### src/rtl/bus_defs_pkg.sv
package bus_defs_pkg;

   // --------------------------------------------------------------------------
   //  classic bus between bridge and register bank
   // --------------------------------------------------------------------------
   localparam int adr_width = 7;               // low seven bits of the command
   localparam int dat_width = 8;               // one spi frame per bus cycle

   // --------------------------------------------------------------------------
   //  register bank
   // --------------------------------------------------------------------------
   localparam int reg_count     = 16;          // eight bit registers
   localparam int reg_sel_width = 4;           // decoded address bits, rest alias

endpackage

### src/rtl/spi_defs_pkg.sv
package spi_defs_pkg;

   // --------------------------------------------------------------------------
   //  spi framing
   // --------------------------------------------------------------------------
   localparam int frame_width = 8;             // bits per frame, msb first
   localparam int sync_stages = 2;             // flops per pin synchroniser

   // shifted out on miso while the command byte comes in
   localparam logic [frame_width-1:0] header_byte = 8'hA7;

   // --------------------------------------------------------------------------
   //  bridge fsm encodings
   // --------------------------------------------------------------------------
   localparam logic [1:0] st_idle     = 2'd0;  // no transaction
   localparam logic [1:0] st_address  = 2'd1;  // waiting on the command frame
   localparam logic [1:0] st_busy     = 2'd2;  // between data frames
   localparam logic [1:0] st_transfer = 2'd3;  // bus cycle in flight

   // --------------------------------------------------------------------------
   //  command byte
   // --------------------------------------------------------------------------
   // same eight bits as received, or split into r/w flag and register address
   typedef union packed {
      logic [frame_width-1:0] raw;             // as it left the shift register
      struct packed {
         logic                   wr;           // 1 = write, 0 = read
         logic [frame_width-2:0] adr;          // fixed for the whole transaction
      } fields;
   } cmd_byte_u;

endpackage
### src/rtl/spi_bridge_top.sv
`timescale 1ns/1ps

// spi bridge in front of the register bank
module spi_bridge_top (
   input  logic clk_i,
   input  logic rst_i,
   input  logic sck_i,
   input  logic ssel_i,                        // active low
   input  logic mosi_i,
   output logic miso_o,
   output logic active_o,
   output logic overflow_o,
   output logic underrun_o
);

   // classic bus between bridge and bank
   logic                              cyc, stb, we, ack;
   logic [bus_defs_pkg::adr_width-1:0] adr;
   logic [bus_defs_pkg::dat_width-1:0] wdat;   // bridge to bank
   logic [bus_defs_pkg::dat_width-1:0] rdat;   // bank to bridge

   spi_slave bridge0 (
      .clk_i (clk_i),  .rst_i (rst_i),
      .cyc_o (cyc),    .stb_o (stb),    .we_o (we),    .ack_i (ack),
      .adr_o (adr),    .dat_i (rdat),   .dat_o (wdat),
      .active_o (active_o), .overflow_o (overflow_o), .underrun_o (underrun_o),
      .sck_i (sck_i),  .ssel_i (ssel_i), .mosi_i (mosi_i), .miso_o (miso_o)
   );

   reg_bank bank0 (
      .clk_i (clk_i),  .rst_i (rst_i),
      .cyc_i (cyc),    .stb_i (stb),    .we_i (we),
      .adr_i (adr),    .dat_i (wdat),
      .ack_o (ack),    .dat_o (rdat)
   );

endmodule

### src/rtl/reg_bank.sv
`timescale 1ns/1ps

// sixteen byte registers on a classic bus that acks one cycle after stb
module reg_bank (
   input  logic                              clk_i,
   input  logic                              rst_i,
   input  logic                              cyc_i,
   input  logic                              stb_i,
   input  logic                              we_i,
   input  logic [bus_defs_pkg::adr_width-1:0] adr_i,
   input  logic [bus_defs_pkg::dat_width-1:0] dat_i,
   output logic                              ack_o,
   output logic [bus_defs_pkg::dat_width-1:0] dat_o
);

   logic [bus_defs_pkg::dat_width-1:0]     regs [bus_defs_pkg::reg_count];
   logic [bus_defs_pkg::reg_sel_width-1:0] sel;     // upper address bits alias
   logic                                   req;

   assign sel = adr_i[bus_defs_pkg::reg_sel_width-1:0];
   assign req = cyc_i & stb_i & ~ack_o;             // new request and not the one just acked

   // --------------------------------------------------------------------------
   //  acknowledge
   // --------------------------------------------------------------------------
   always_ff @(posedge clk_i) begin
      if (rst_i)
         ack_o <= 1'b0;
      else
         ack_o <= req;                              // single cycle
   end

   // --------------------------------------------------------------------------
   //  register file
   // --------------------------------------------------------------------------
   always_ff @(posedge clk_i) begin
      if (rst_i) begin
         for (int i = 0; i < bus_defs_pkg::reg_count; i++)
            regs[i] <= '0;
      end else if (req && we_i) begin
         regs[sel] <= dat_i;
      end
   end

   // read data comes out together with ack
   always_ff @(posedge clk_i) begin
      if (req)
         dat_o <= regs[sel];
   end

   // the bridge must drop stb for a cycle after each ack
   a_stb_drop : assert property (@(posedge clk_i) disable iff (rst_i)
      ack_o |=> !stb_i);

endmodule

### src/rtl/spi_slave.sv
`timescale 1ns/1ps

// spi to classic bus bridge
// the first byte is r/w flag plus address and every later byte is one bus
// cycle at that address
module spi_slave (
   input  logic                              clk_i,
   input  logic                              rst_i,
   // classic bus master
   output logic                              cyc_o,
   output logic                              stb_o,
   output logic                              we_o,
   input  logic                              ack_i,
   output logic [bus_defs_pkg::adr_width-1:0] adr_o,
   input  logic [bus_defs_pkg::dat_width-1:0] dat_i,
   output logic [bus_defs_pkg::dat_width-1:0] dat_o,
   // diagnostics
   output logic                              active_o,
   output logic                              overflow_o,
   output logic                              underrun_o,
   // spi pins
   input  logic                              sck_i,
   input  logic                              ssel_i,
   input  logic                              mosi_i,
   output logic                              miso_o
);

   // --------------------------------------------------------------------------
   //  target side
   // --------------------------------------------------------------------------
   logic                                 t_cyc, t_stb, t_first;
   logic [spi_defs_pkg::frame_width-1:0] t_drx;
   logic [spi_defs_pkg::frame_width-1:0] t_dtx;   // prefetched read data
   logic                                 t_busy;
   spi_defs_pkg::cmd_byte_u              cmd_word;
   logic [1:0]                           state;

   assign cmd_word.raw = t_drx;
   assign active_o     = t_cyc;
   assign t_busy       = (state == spi_defs_pkg::st_transfer);   // bus cycle open

   // --------------------------------------------------------------------------
   //  bridge fsm
   // --------------------------------------------------------------------------
   always_ff @(posedge clk_i) begin
      if (rst_i) begin
         state <= spi_defs_pkg::st_idle;
         cyc_o <= 1'b0;
         stb_o <= 1'b0;
         we_o  <= 1'b0;
      end else begin
         case (state)
            spi_defs_pkg::st_idle:
               if (t_cyc)
                  state <= spi_defs_pkg::st_address;

            spi_defs_pkg::st_address:
               if (!t_cyc) begin
                  state <= spi_defs_pkg::st_idle;          // aborted before command
               end else if (t_stb && t_first) begin
                  we_o <= cmd_word.fields.wr;
                  if (cmd_word.fields.wr) begin
                     state <= spi_defs_pkg::st_busy;       // wait for write data
                  end else begin
                     state <= spi_defs_pkg::st_transfer;   // prefetch for frame 2
                     cyc_o <= 1'b1;
                     stb_o <= 1'b1;
                  end
               end

            spi_defs_pkg::st_busy:
               if (!t_cyc) begin
                  state <= spi_defs_pkg::st_idle;
               end else if (t_stb) begin
                  // write pushes the byte and read fetches for the next frame
                  state <= spi_defs_pkg::st_transfer;
                  cyc_o <= 1'b1;
                  stb_o <= 1'b1;
               end

            spi_defs_pkg::st_transfer:
               if (ack_i) begin
                  cyc_o <= 1'b0;                           // at least one idle cycle
                  stb_o <= 1'b0;
                  state <= t_cyc ? spi_defs_pkg::st_busy : spi_defs_pkg::st_idle;
               end

            default:
               state <= spi_defs_pkg::st_idle;
         endcase
      end
   end

   // address is held for the whole transaction without auto-increment
   always_ff @(posedge clk_i) begin
      if (state == spi_defs_pkg::st_address && t_stb)
         adr_o <= cmd_word.fields.adr;
      if (state == spi_defs_pkg::st_busy && t_stb)
         dat_o <= t_drx;                                   // only used on writes
   end

   // transmit word stays zero until the first prefetch lands
   always_ff @(posedge clk_i) begin
      if (rst_i || state == spi_defs_pkg::st_idle)
         t_dtx <= '0;
      else if (state == spi_defs_pkg::st_transfer && ack_i && !we_o)
         t_dtx <= dat_i;
   end

   // --------------------------------------------------------------------------
   //  spi target core
   // --------------------------------------------------------------------------
   spi_target target0 (
      .clk_i      (clk_i),
      .rst_i      (rst_i),
      .sck_i      (sck_i),
      .ssel_i     (ssel_i),
      .mosi_i     (mosi_i),
      .t_dtx_i    (t_dtx),
      .miso_o     (miso_o),
      .t_cyc_o    (t_cyc),
      .t_stb_o    (t_stb),
      .t_first_o  (t_first),
      .t_drx_o    (t_drx),
      .overflow_o (overflow_o),
      .underrun_o (underrun_o),
      .t_busy_i   (t_busy)
   );

   // classic bus rules seen from the master side
   a_stb_hold : assert property (@(posedge clk_i) disable iff (rst_i)
      stb_o && !ack_i |=> stb_o && cyc_o);
   a_ack_cyc : assert property (@(posedge clk_i) disable iff (rst_i)
      ack_i |-> cyc_o);

endmodule

### src/rtl/spi_target.sv
`timescale 1ns/1ps

// spi mode 0 target with every pin sampled into the bus clock domain
// mosi is taken on sck rising edges and miso moves on falling edges
module spi_target (
   input  logic                                clk_i,
   input  logic                                rst_i,
   input  logic                                sck_i,      // raw pin sampled like data
   input  logic                                ssel_i,     // active low
   input  logic                                mosi_i,
   input  logic [spi_defs_pkg::frame_width-1:0] t_dtx_i,   // next byte to send
   output logic                                miso_o,
   output logic                                t_cyc_o,    // transaction open
   output logic                                t_stb_o,    // frame received
   output logic                                t_first_o,  // ... and it was the command
   output logic [spi_defs_pkg::frame_width-1:0] t_drx_o,
   output logic                                overflow_o,
   output logic                                underrun_o,
   input  logic                                t_busy_i    // bridge still on the bus
);

   // --------------------------------------------------------------------------
   //  pin synchronisers
   // --------------------------------------------------------------------------
   logic [spi_defs_pkg::sync_stages-1:0] sck_sync;
   logic [spi_defs_pkg::sync_stages-1:0] ssel_sync;
   logic [spi_defs_pkg::sync_stages-1:0] mosi_sync;
   logic                                 sck_s, ssel_s, mosi_s;
   logic                                 sck_d;          // sck_s one cycle back

   // frame tracking
   logic                                 sck_rise, sck_fall;
   logic                                 start;          // ssel just went low
   logic                                 frame_end;      // last bit sampled
   logic                                 tx_load;        // first bit of a data frame
   logic [$clog2(spi_defs_pkg::frame_width)-1:0] bit_cnt;
   logic                                 first_frame;

   // shift registers
   logic [spi_defs_pkg::frame_width-2:0] rx_sr;          // bit 0 comes from mosi_s
   logic [spi_defs_pkg::frame_width-1:0] tx_sr;

   always_ff @(posedge clk_i) begin
      if (rst_i) begin
         sck_sync  <= '0;
         ssel_sync <= '1;                      // deselected
         mosi_sync <= '0;
         sck_d     <= 1'b0;
      end else begin
         sck_sync  <= {sck_sync[spi_defs_pkg::sync_stages-2:0], sck_i};
         ssel_sync <= {ssel_sync[spi_defs_pkg::sync_stages-2:0], ssel_i};
         mosi_sync <= {mosi_sync[spi_defs_pkg::sync_stages-2:0], mosi_i};
         sck_d     <= sck_s;
      end
   end

   assign sck_s  = sck_sync[spi_defs_pkg::sync_stages-1];
   assign ssel_s = ssel_sync[spi_defs_pkg::sync_stages-1];
   assign mosi_s = mosi_sync[spi_defs_pkg::sync_stages-1];

   // --------------------------------------------------------------------------
   //  edges and frame strobes
   // --------------------------------------------------------------------------
   assign sck_rise  = sck_s & ~sck_d;
   assign sck_fall  = ~sck_s & sck_d;
   assign start     = ~ssel_s & ~t_cyc_o;
   assign frame_end = sck_rise & t_cyc_o &
                      (bit_cnt == 3'(spi_defs_pkg::frame_width - 1));
   // in mode 0 the falling edge after a full frame starts the next one
   assign tx_load   = sck_fall & t_cyc_o & (bit_cnt == '0) & ~first_frame;

   always_ff @(posedge clk_i) begin
      if (rst_i) begin
         t_cyc_o     <= 1'b0;
         t_stb_o     <= 1'b0;
         t_first_o   <= 1'b0;
         bit_cnt     <= '0;
         first_frame <= 1'b0;
         overflow_o  <= 1'b0;
         underrun_o  <= 1'b0;
      end else begin
         t_cyc_o   <= ~ssel_s;
         t_stb_o   <= frame_end;                    // one cycle pulse
         t_first_o <= frame_end & first_frame;
         if (start) begin
            bit_cnt     <= '0;
            first_frame <= 1'b1;
            overflow_o  <= 1'b0;                    // flags live for one transaction
            underrun_o  <= 1'b0;
         end else if (t_cyc_o) begin
            if (sck_rise)
               bit_cnt <= bit_cnt + 1'b1;           // wraps at frame end
            if (frame_end) begin
               first_frame <= 1'b0;
               if (t_busy_i)
                  overflow_o <= 1'b1;               // previous byte not taken yet
            end
            if (tx_load && t_busy_i)
               underrun_o <= 1'b1;                  // prefetch lost the race
         end
      end
   end

   // --------------------------------------------------------------------------
   //  data path
   // --------------------------------------------------------------------------
   always_ff @(posedge clk_i) begin
      if (sck_rise)
         rx_sr <= {rx_sr[spi_defs_pkg::frame_width-3:0], mosi_s};
      if (frame_end)
         t_drx_o <= {rx_sr, mosi_s};                // include the bit sampled now
   end

   always_ff @(posedge clk_i) begin
      if (rst_i || ssel_s)
         tx_sr <= '0;                               // miso idles low
      else if (start)
         tx_sr <= spi_defs_pkg::header_byte;        // ready before the first rise
      else if (tx_load)
         tx_sr <= t_dtx_i;
      else if (sck_fall && t_cyc_o)
         tx_sr <= {tx_sr[spi_defs_pkg::frame_width-2:0], 1'b0};
   end

   assign miso_o = tx_sr[spi_defs_pkg::frame_width-1];   // msb first

   // a strobe outside an open transaction would reach the bridge fsm
   a_stb_in_cyc : assert property (@(posedge clk_i) disable iff (rst_i)
      t_stb_o |-> t_cyc_o);

endmodule

### config.mk
export PLATFORM = sky130hd
export DESIGN_NAME = spi_bridge_top
export DESIGN_NICKNAME = d
export VERILOG_FILES = /design/src/rtl/bus_defs_pkg.sv /design/src/rtl/spi_defs_pkg.sv /design/src/rtl/spi_bridge_top.sv /design/src/rtl/reg_bank.sv /design/src/rtl/spi_slave.sv /design/src/rtl/spi_target.sv
export SDC_FILE = /design/constraint.sdc
export NUM_CORES = 1
export LEC_CHECK = 0
export ABC_AREA = 0
export BUFFER_PORTS_ARGS = -buffer_cell sky130_fd_sc_hd__buf_2
export CAP_MARGIN = 20
export CORE_UTILIZATION = 55
export CTS_CLUSTER_DIAMETER = 60
export DETAILED_ROUTE_END_ITERATION = 8
export PLACE_DENSITY = 0.74
export SYNTH_ARGS = -nofsm -noshare
export SYNTH_HDL_FRONTEND = slang
export SYNTH_SLANG_ARGS = --single-unit
export TNS_END_PERCENT = 30
### constraint.sdc
create_clock -name clk_i -period 2 [get_ports clk_i]
set_clock_uncertainty 0.2 [all_clocks]
set_input_delay 0.1 -clock clk_i [delete_from_list [all_inputs] [get_ports clk_i]]
set_output_delay 0.1 -clock clk_i [all_outputs]
set_load 0.01 [all_outputs]
==> metrics.log <==
[metrics] Crit Reg-Reg Startpoint: bridge0.adr_o[0]$_DFFE_PP_
[metrics] Root Buffer: sky130_fd_sc_hd__clkbuf_16
[metrics] average cell area after synthesis: 13.7 um^2
[metrics] path class of the lowest-slack min-delay path: primary input to register
[metrics] number of levels in the clock H-tree: 4
[metrics] worst hold path startpoint: ssel_i
[metrics] Core Box Area: 0.0145 mm^2
[metrics] height of the die: 124 um
[metrics] data arrival time at the worst-slack endpoint: 2.01 ns
[metrics] CTS clock-pin slew for the worst setup and hold paths: 0.07 ns
[metrics] ys async rst share: 0%
[metrics] WHS: 0.202 ns
[metrics] final global-route overflow total: 0
[metrics] cell-internal power: 6.60 mW
[metrics] number of distinct standard cells referenced by the synthesized netlist: 39
[metrics] die width: 124 um
[metrics] Pwr Density: 873 mW/mm^2
[metrics] most used cells in the layout excluding fill and tap cells: sky130_fd_sc_hd__edfxtp_1, sky130_fd_sc_hd__nor2_1, sky130_fd_sc_hd__nand2_1
[metrics] via density per instance: 5.87
[metrics] Initial Utilization: 56.3%
[metrics] worst-case headroom to the max-slew limit: 54.5%
[metrics] net count after synthesis: 605
[metrics] worst vdd ir: 0.754 mV
[metrics] relative contribution of combinational cells to total power: 2.5%
[metrics] Buf/Inv on CP: 2
[metrics] Post-DRT Antenna Nets: 0
[metrics] post-route DRC violation count: 0
[metrics] post-synthesis sequential element count: 200
[metrics] number of endpoints failing setup at the final stage: 4
[metrics] count of warnings emitted by yosys: 0
[metrics] power share of the sequential group: 55.9%
[metrics] ys flop type: sky130_fd_sc_hd__edfxtp_1
[metrics] share of cells above drive strength 1: 21.8%
[metrics] Leak: 3.28 nW
[metrics] final HPWL from detailed placement: 11600 um
[metrics] Max Slew Vio Count: 0
[metrics] maximum number of pins on one net before global-route repair: 35
[metrics] port bufs: 8
[metrics] Crit. End Element: register
[metrics] first-pass GRT wire length: 27000 um
[metrics] number of buffers added by the clock tree synthesis step: 17
[metrics] Power, Total: 8.27 mW
[metrics] worst-margin pin slew: 0.681 ns
[metrics] CP Launch Type: register
[metrics] CP Cell Sequence: buf_6, buf_12, mux4_2, a22oi_2, nand2_1
[metrics] detailed router's first-iteration violation count: 453
[metrics] part of the total power dissipated in the clock network: 41.6%
[metrics] met2 layer usage reported by global route: 41.0%
[metrics] routed length per placed instance: 21.0 um
[metrics] proportion of total power due to net switching: 20.1%
[metrics] via count of the first global-routing pass: 4808
[metrics] setup repair after global routing missed its margin: yes
[metrics] global router's overall resource usage: 25.3%
[metrics] Pre-antenna DRT Iters: 5
[metrics] wire length reported by the detailed router: 17700 um
[metrics] peak-usage layer in the global routing report: met2
[metrics] final count of hold timing violations: 0
[metrics] vias: 4960
[metrics] highest-delay cell along the critical path: sky130_fd_sc_hd__mux4_2
[metrics] violations in the final reports: setup timing
[metrics] Max stage delay on crit path: 0.53 ns
[metrics] number of antenna violations at the first check in global routing: 0
[metrics] deepest clock path buffer count: 2
[metrics] final setup slack of the worst path: -0.0297 ns
[metrics] n_diodes: 0
[metrics] top cell family by delay on the critical path: multiplexers
[metrics] CP Max Fanout: 5
[metrics] Worst Setup Path Type: register to register
[metrics] area of the die: 0.0153 mm^2
[metrics] most common cell after layout, fill and taps aside: sky130_fd_sc_hd__edfxtp_1
[metrics] NetSw: 1.66 mW
[metrics] number of nets in the layout: 656
[metrics] worst slack, placed: -0.146 ns
[metrics] count of flip-flops with a built-in enable after synthesis: 163
[metrics] clock tree from TritonCTS: yes
[metrics] Max-cap violations: 0
[metrics] area added between synthesis and finish: 16.2%
[metrics] Gate Count Post-Synth: 597
[metrics] achievable frequency: 493 MHz
[metrics] post-layout min period: 2.03 ns
[metrics] status: finished with violations
[metrics] gpl congestion: 0.805
[metrics] final worst path period share: 101%
[metrics] met1 demand-to-capacity share in global routing: 34.0%
[metrics] number of I/O pins: 9
[metrics] fraction of the yosys area taken by sequential cells: 69.1%
[metrics] clk sinks: 200
[metrics] insertion delay of the later-clocked pin in the worst-skew pair: 0.43 ns
[metrics] data required time at the worst endpoint: 1.98 ns
[metrics] worst setup path startpoint: bridge0.adr_o[0]$_DFFE_PP_
[metrics] GR Layer Usage met3: 4.03%
[metrics] Post-Syn Area: 0.00815 mm^2
[metrics] number of placement rows: 44
[timing repair]
| action | in CTS | in global routing |
|---|---|---|
| setup buffers | 4 | 0 |
| endpoints found under the setup margin | 10 | 76 |
| pin swaps | 6 | 2 |
| hold endpoints to repair | 11 | 0 |
| resized for setup | 11 | 6 |
| hold buffers | 6 | 0 |
| cloned | 1 | 0 |
[worst register-to-register path: stages, from the launching register on]
cell and delay (ns):
sky130_fd_sc_hd__edfxtp_1 0.39, sky130_fd_sc_hd__buf_6 0.17, sky130_fd_sc_hd__buf_12 0.14, sky130_fd_sc_hd__mux4_2 0.54, sky130_fd_sc_hd__a22oi_2 0.25, sky130_fd_sc_hd__nand2_1 0.10
[Yosys cell counts, types with 4 or more instances]
cell	number	area (um^2)
sky130_fd_sc_hd__a22oi_1	16	120
sky130_fd_sc_hd__nand2b_1	6	37.5
sky130_fd_sc_hd__inv_1	11	41.3
sky130_fd_sc_hd__a221oi_1	4	35.0
sky130_fd_sc_hd__or2_2	4	25.0
sky130_fd_sc_hd__mux4_2	32	721
sky130_fd_sc_hd__nor2b_1	8	50.1
sky130_fd_sc_hd__o21bai_1	17	128
sky130_fd_sc_hd__clkbuf_1	25	93.8
sky130_fd_sc_hd__edfxtp_1	163	4890
sky130_fd_sc_hd__mux2i_1	9	90.1
sky130_fd_sc_hd__a21oi_1	12	60.1
sky130_fd_sc_hd__nor2_1	144	541
sky130_fd_sc_hd__nand3_1	4	20.0
sky130_fd_sc_hd__buf_2	11	55.1
sky130_fd_sc_hd__nand3b_1	4	30.0
sky130_fd_sc_hd__dfxtp_1	37	741
sky130_fd_sc_hd__nand2_1	60	225
[metal layers]
layer | vias up | wire [um]
met1 | 2443 | 6910
met3 | 35 | 1150
met4 | 0 | 541
li1 | 2269 | -
met2 | 213 | 9120
met5 | - | 0
[path summary, 6_finish.rpt]
check	end	cells past startpoint	slack, ns
worst max-delay path	bank0.dat_o[1]$_DFFE_PN_	5	-0.03
worst min-delay path	bridge0.target0.ssel_sync[0]$_SDFF_PP1_	3	0.20
worst max register to register	bank0.dat_o[1]$_DFFE_PN_	5	-0.03
worst min register to register	bridge0.target0.ssel_sync[1]$_SDFF_PP1_	1	0.22
[cell families (layout without fill, tap and decap cells)]
logic type,count (synthesis),in the layout,synth area share [%]
AO/OA/AOI/OAI,61,61,5.34
XOR/XNOR,1,1,0.107
adder cells (fa/ha/maj),3,3,0.460
buffers and inverters,48,112,2.38
flip-flops,200,200,69.1
multiplexers,41,41,9.94
AND/OR/NAND/NOR,243,243,12.6
[registers in the layout, indices dropped and copies added, names as in the netlist, 2 cells and up]
name,cells
bank0.regs,128
bank0.dat_o,8
bridge0.dat_o,8
bridge0.t_dtx,8
bridge0.target0.t_drx_o,8
bridge0.target0.tx_sr,8
bridge0.target0.rx_sr,7
bridge0.adr_o,4
bridge0.target0.bit_cnt,3
bridge0.state,2
bridge0.target0.mosi_sync,2
bridge0.target0.sck_sync,2
bridge0.target0.ssel_sync,2
[per-stage QoR]
stage	util (%)	std cells	cell area, um^2	setup TNS (ns)
final	65.4	845	9470	-0.0830
after detailed placement	60.0	802	8690	-0.533
after global placement	60.0	802	8690	-0.413
after global routing	65.4	845	9470	-0.549
after floorplan	-	597	8160	-13.37
after CTS	65.3	845	9450	-0.0940
[area by class of cell]
| cell class | count | area [um^2] |
|---|---|---|
| Tap cell | 184 | 230 |
| Sequential cell | 200 | 5640 |
| Inverter | 11 | 41.3 |
| Timing Repair Buffer | 69 | 586 |
| Fill cell | 983 | 5010 |
| Clock buffer | 20 | 457 |
| Clock inverter | 12 | 140 |
| Multi-Input combinational cell | 349 | 2380 |
[power by group through the flow]
stage / clock network [mW] / logic (mW) / registers [mW]
finish: 3.44 / 0.207 / 4.62
global placement: 0 / 0.186 / 4.70
CTS: 3.46 / 0.206 / 4.62
detailed placement: 0 / 0.193 / 4.71
global route: 3.61 / 0.222 / 4.63
floorplan: 0 / 0.121 / 4.69
(Power assumes the default switching activity.)
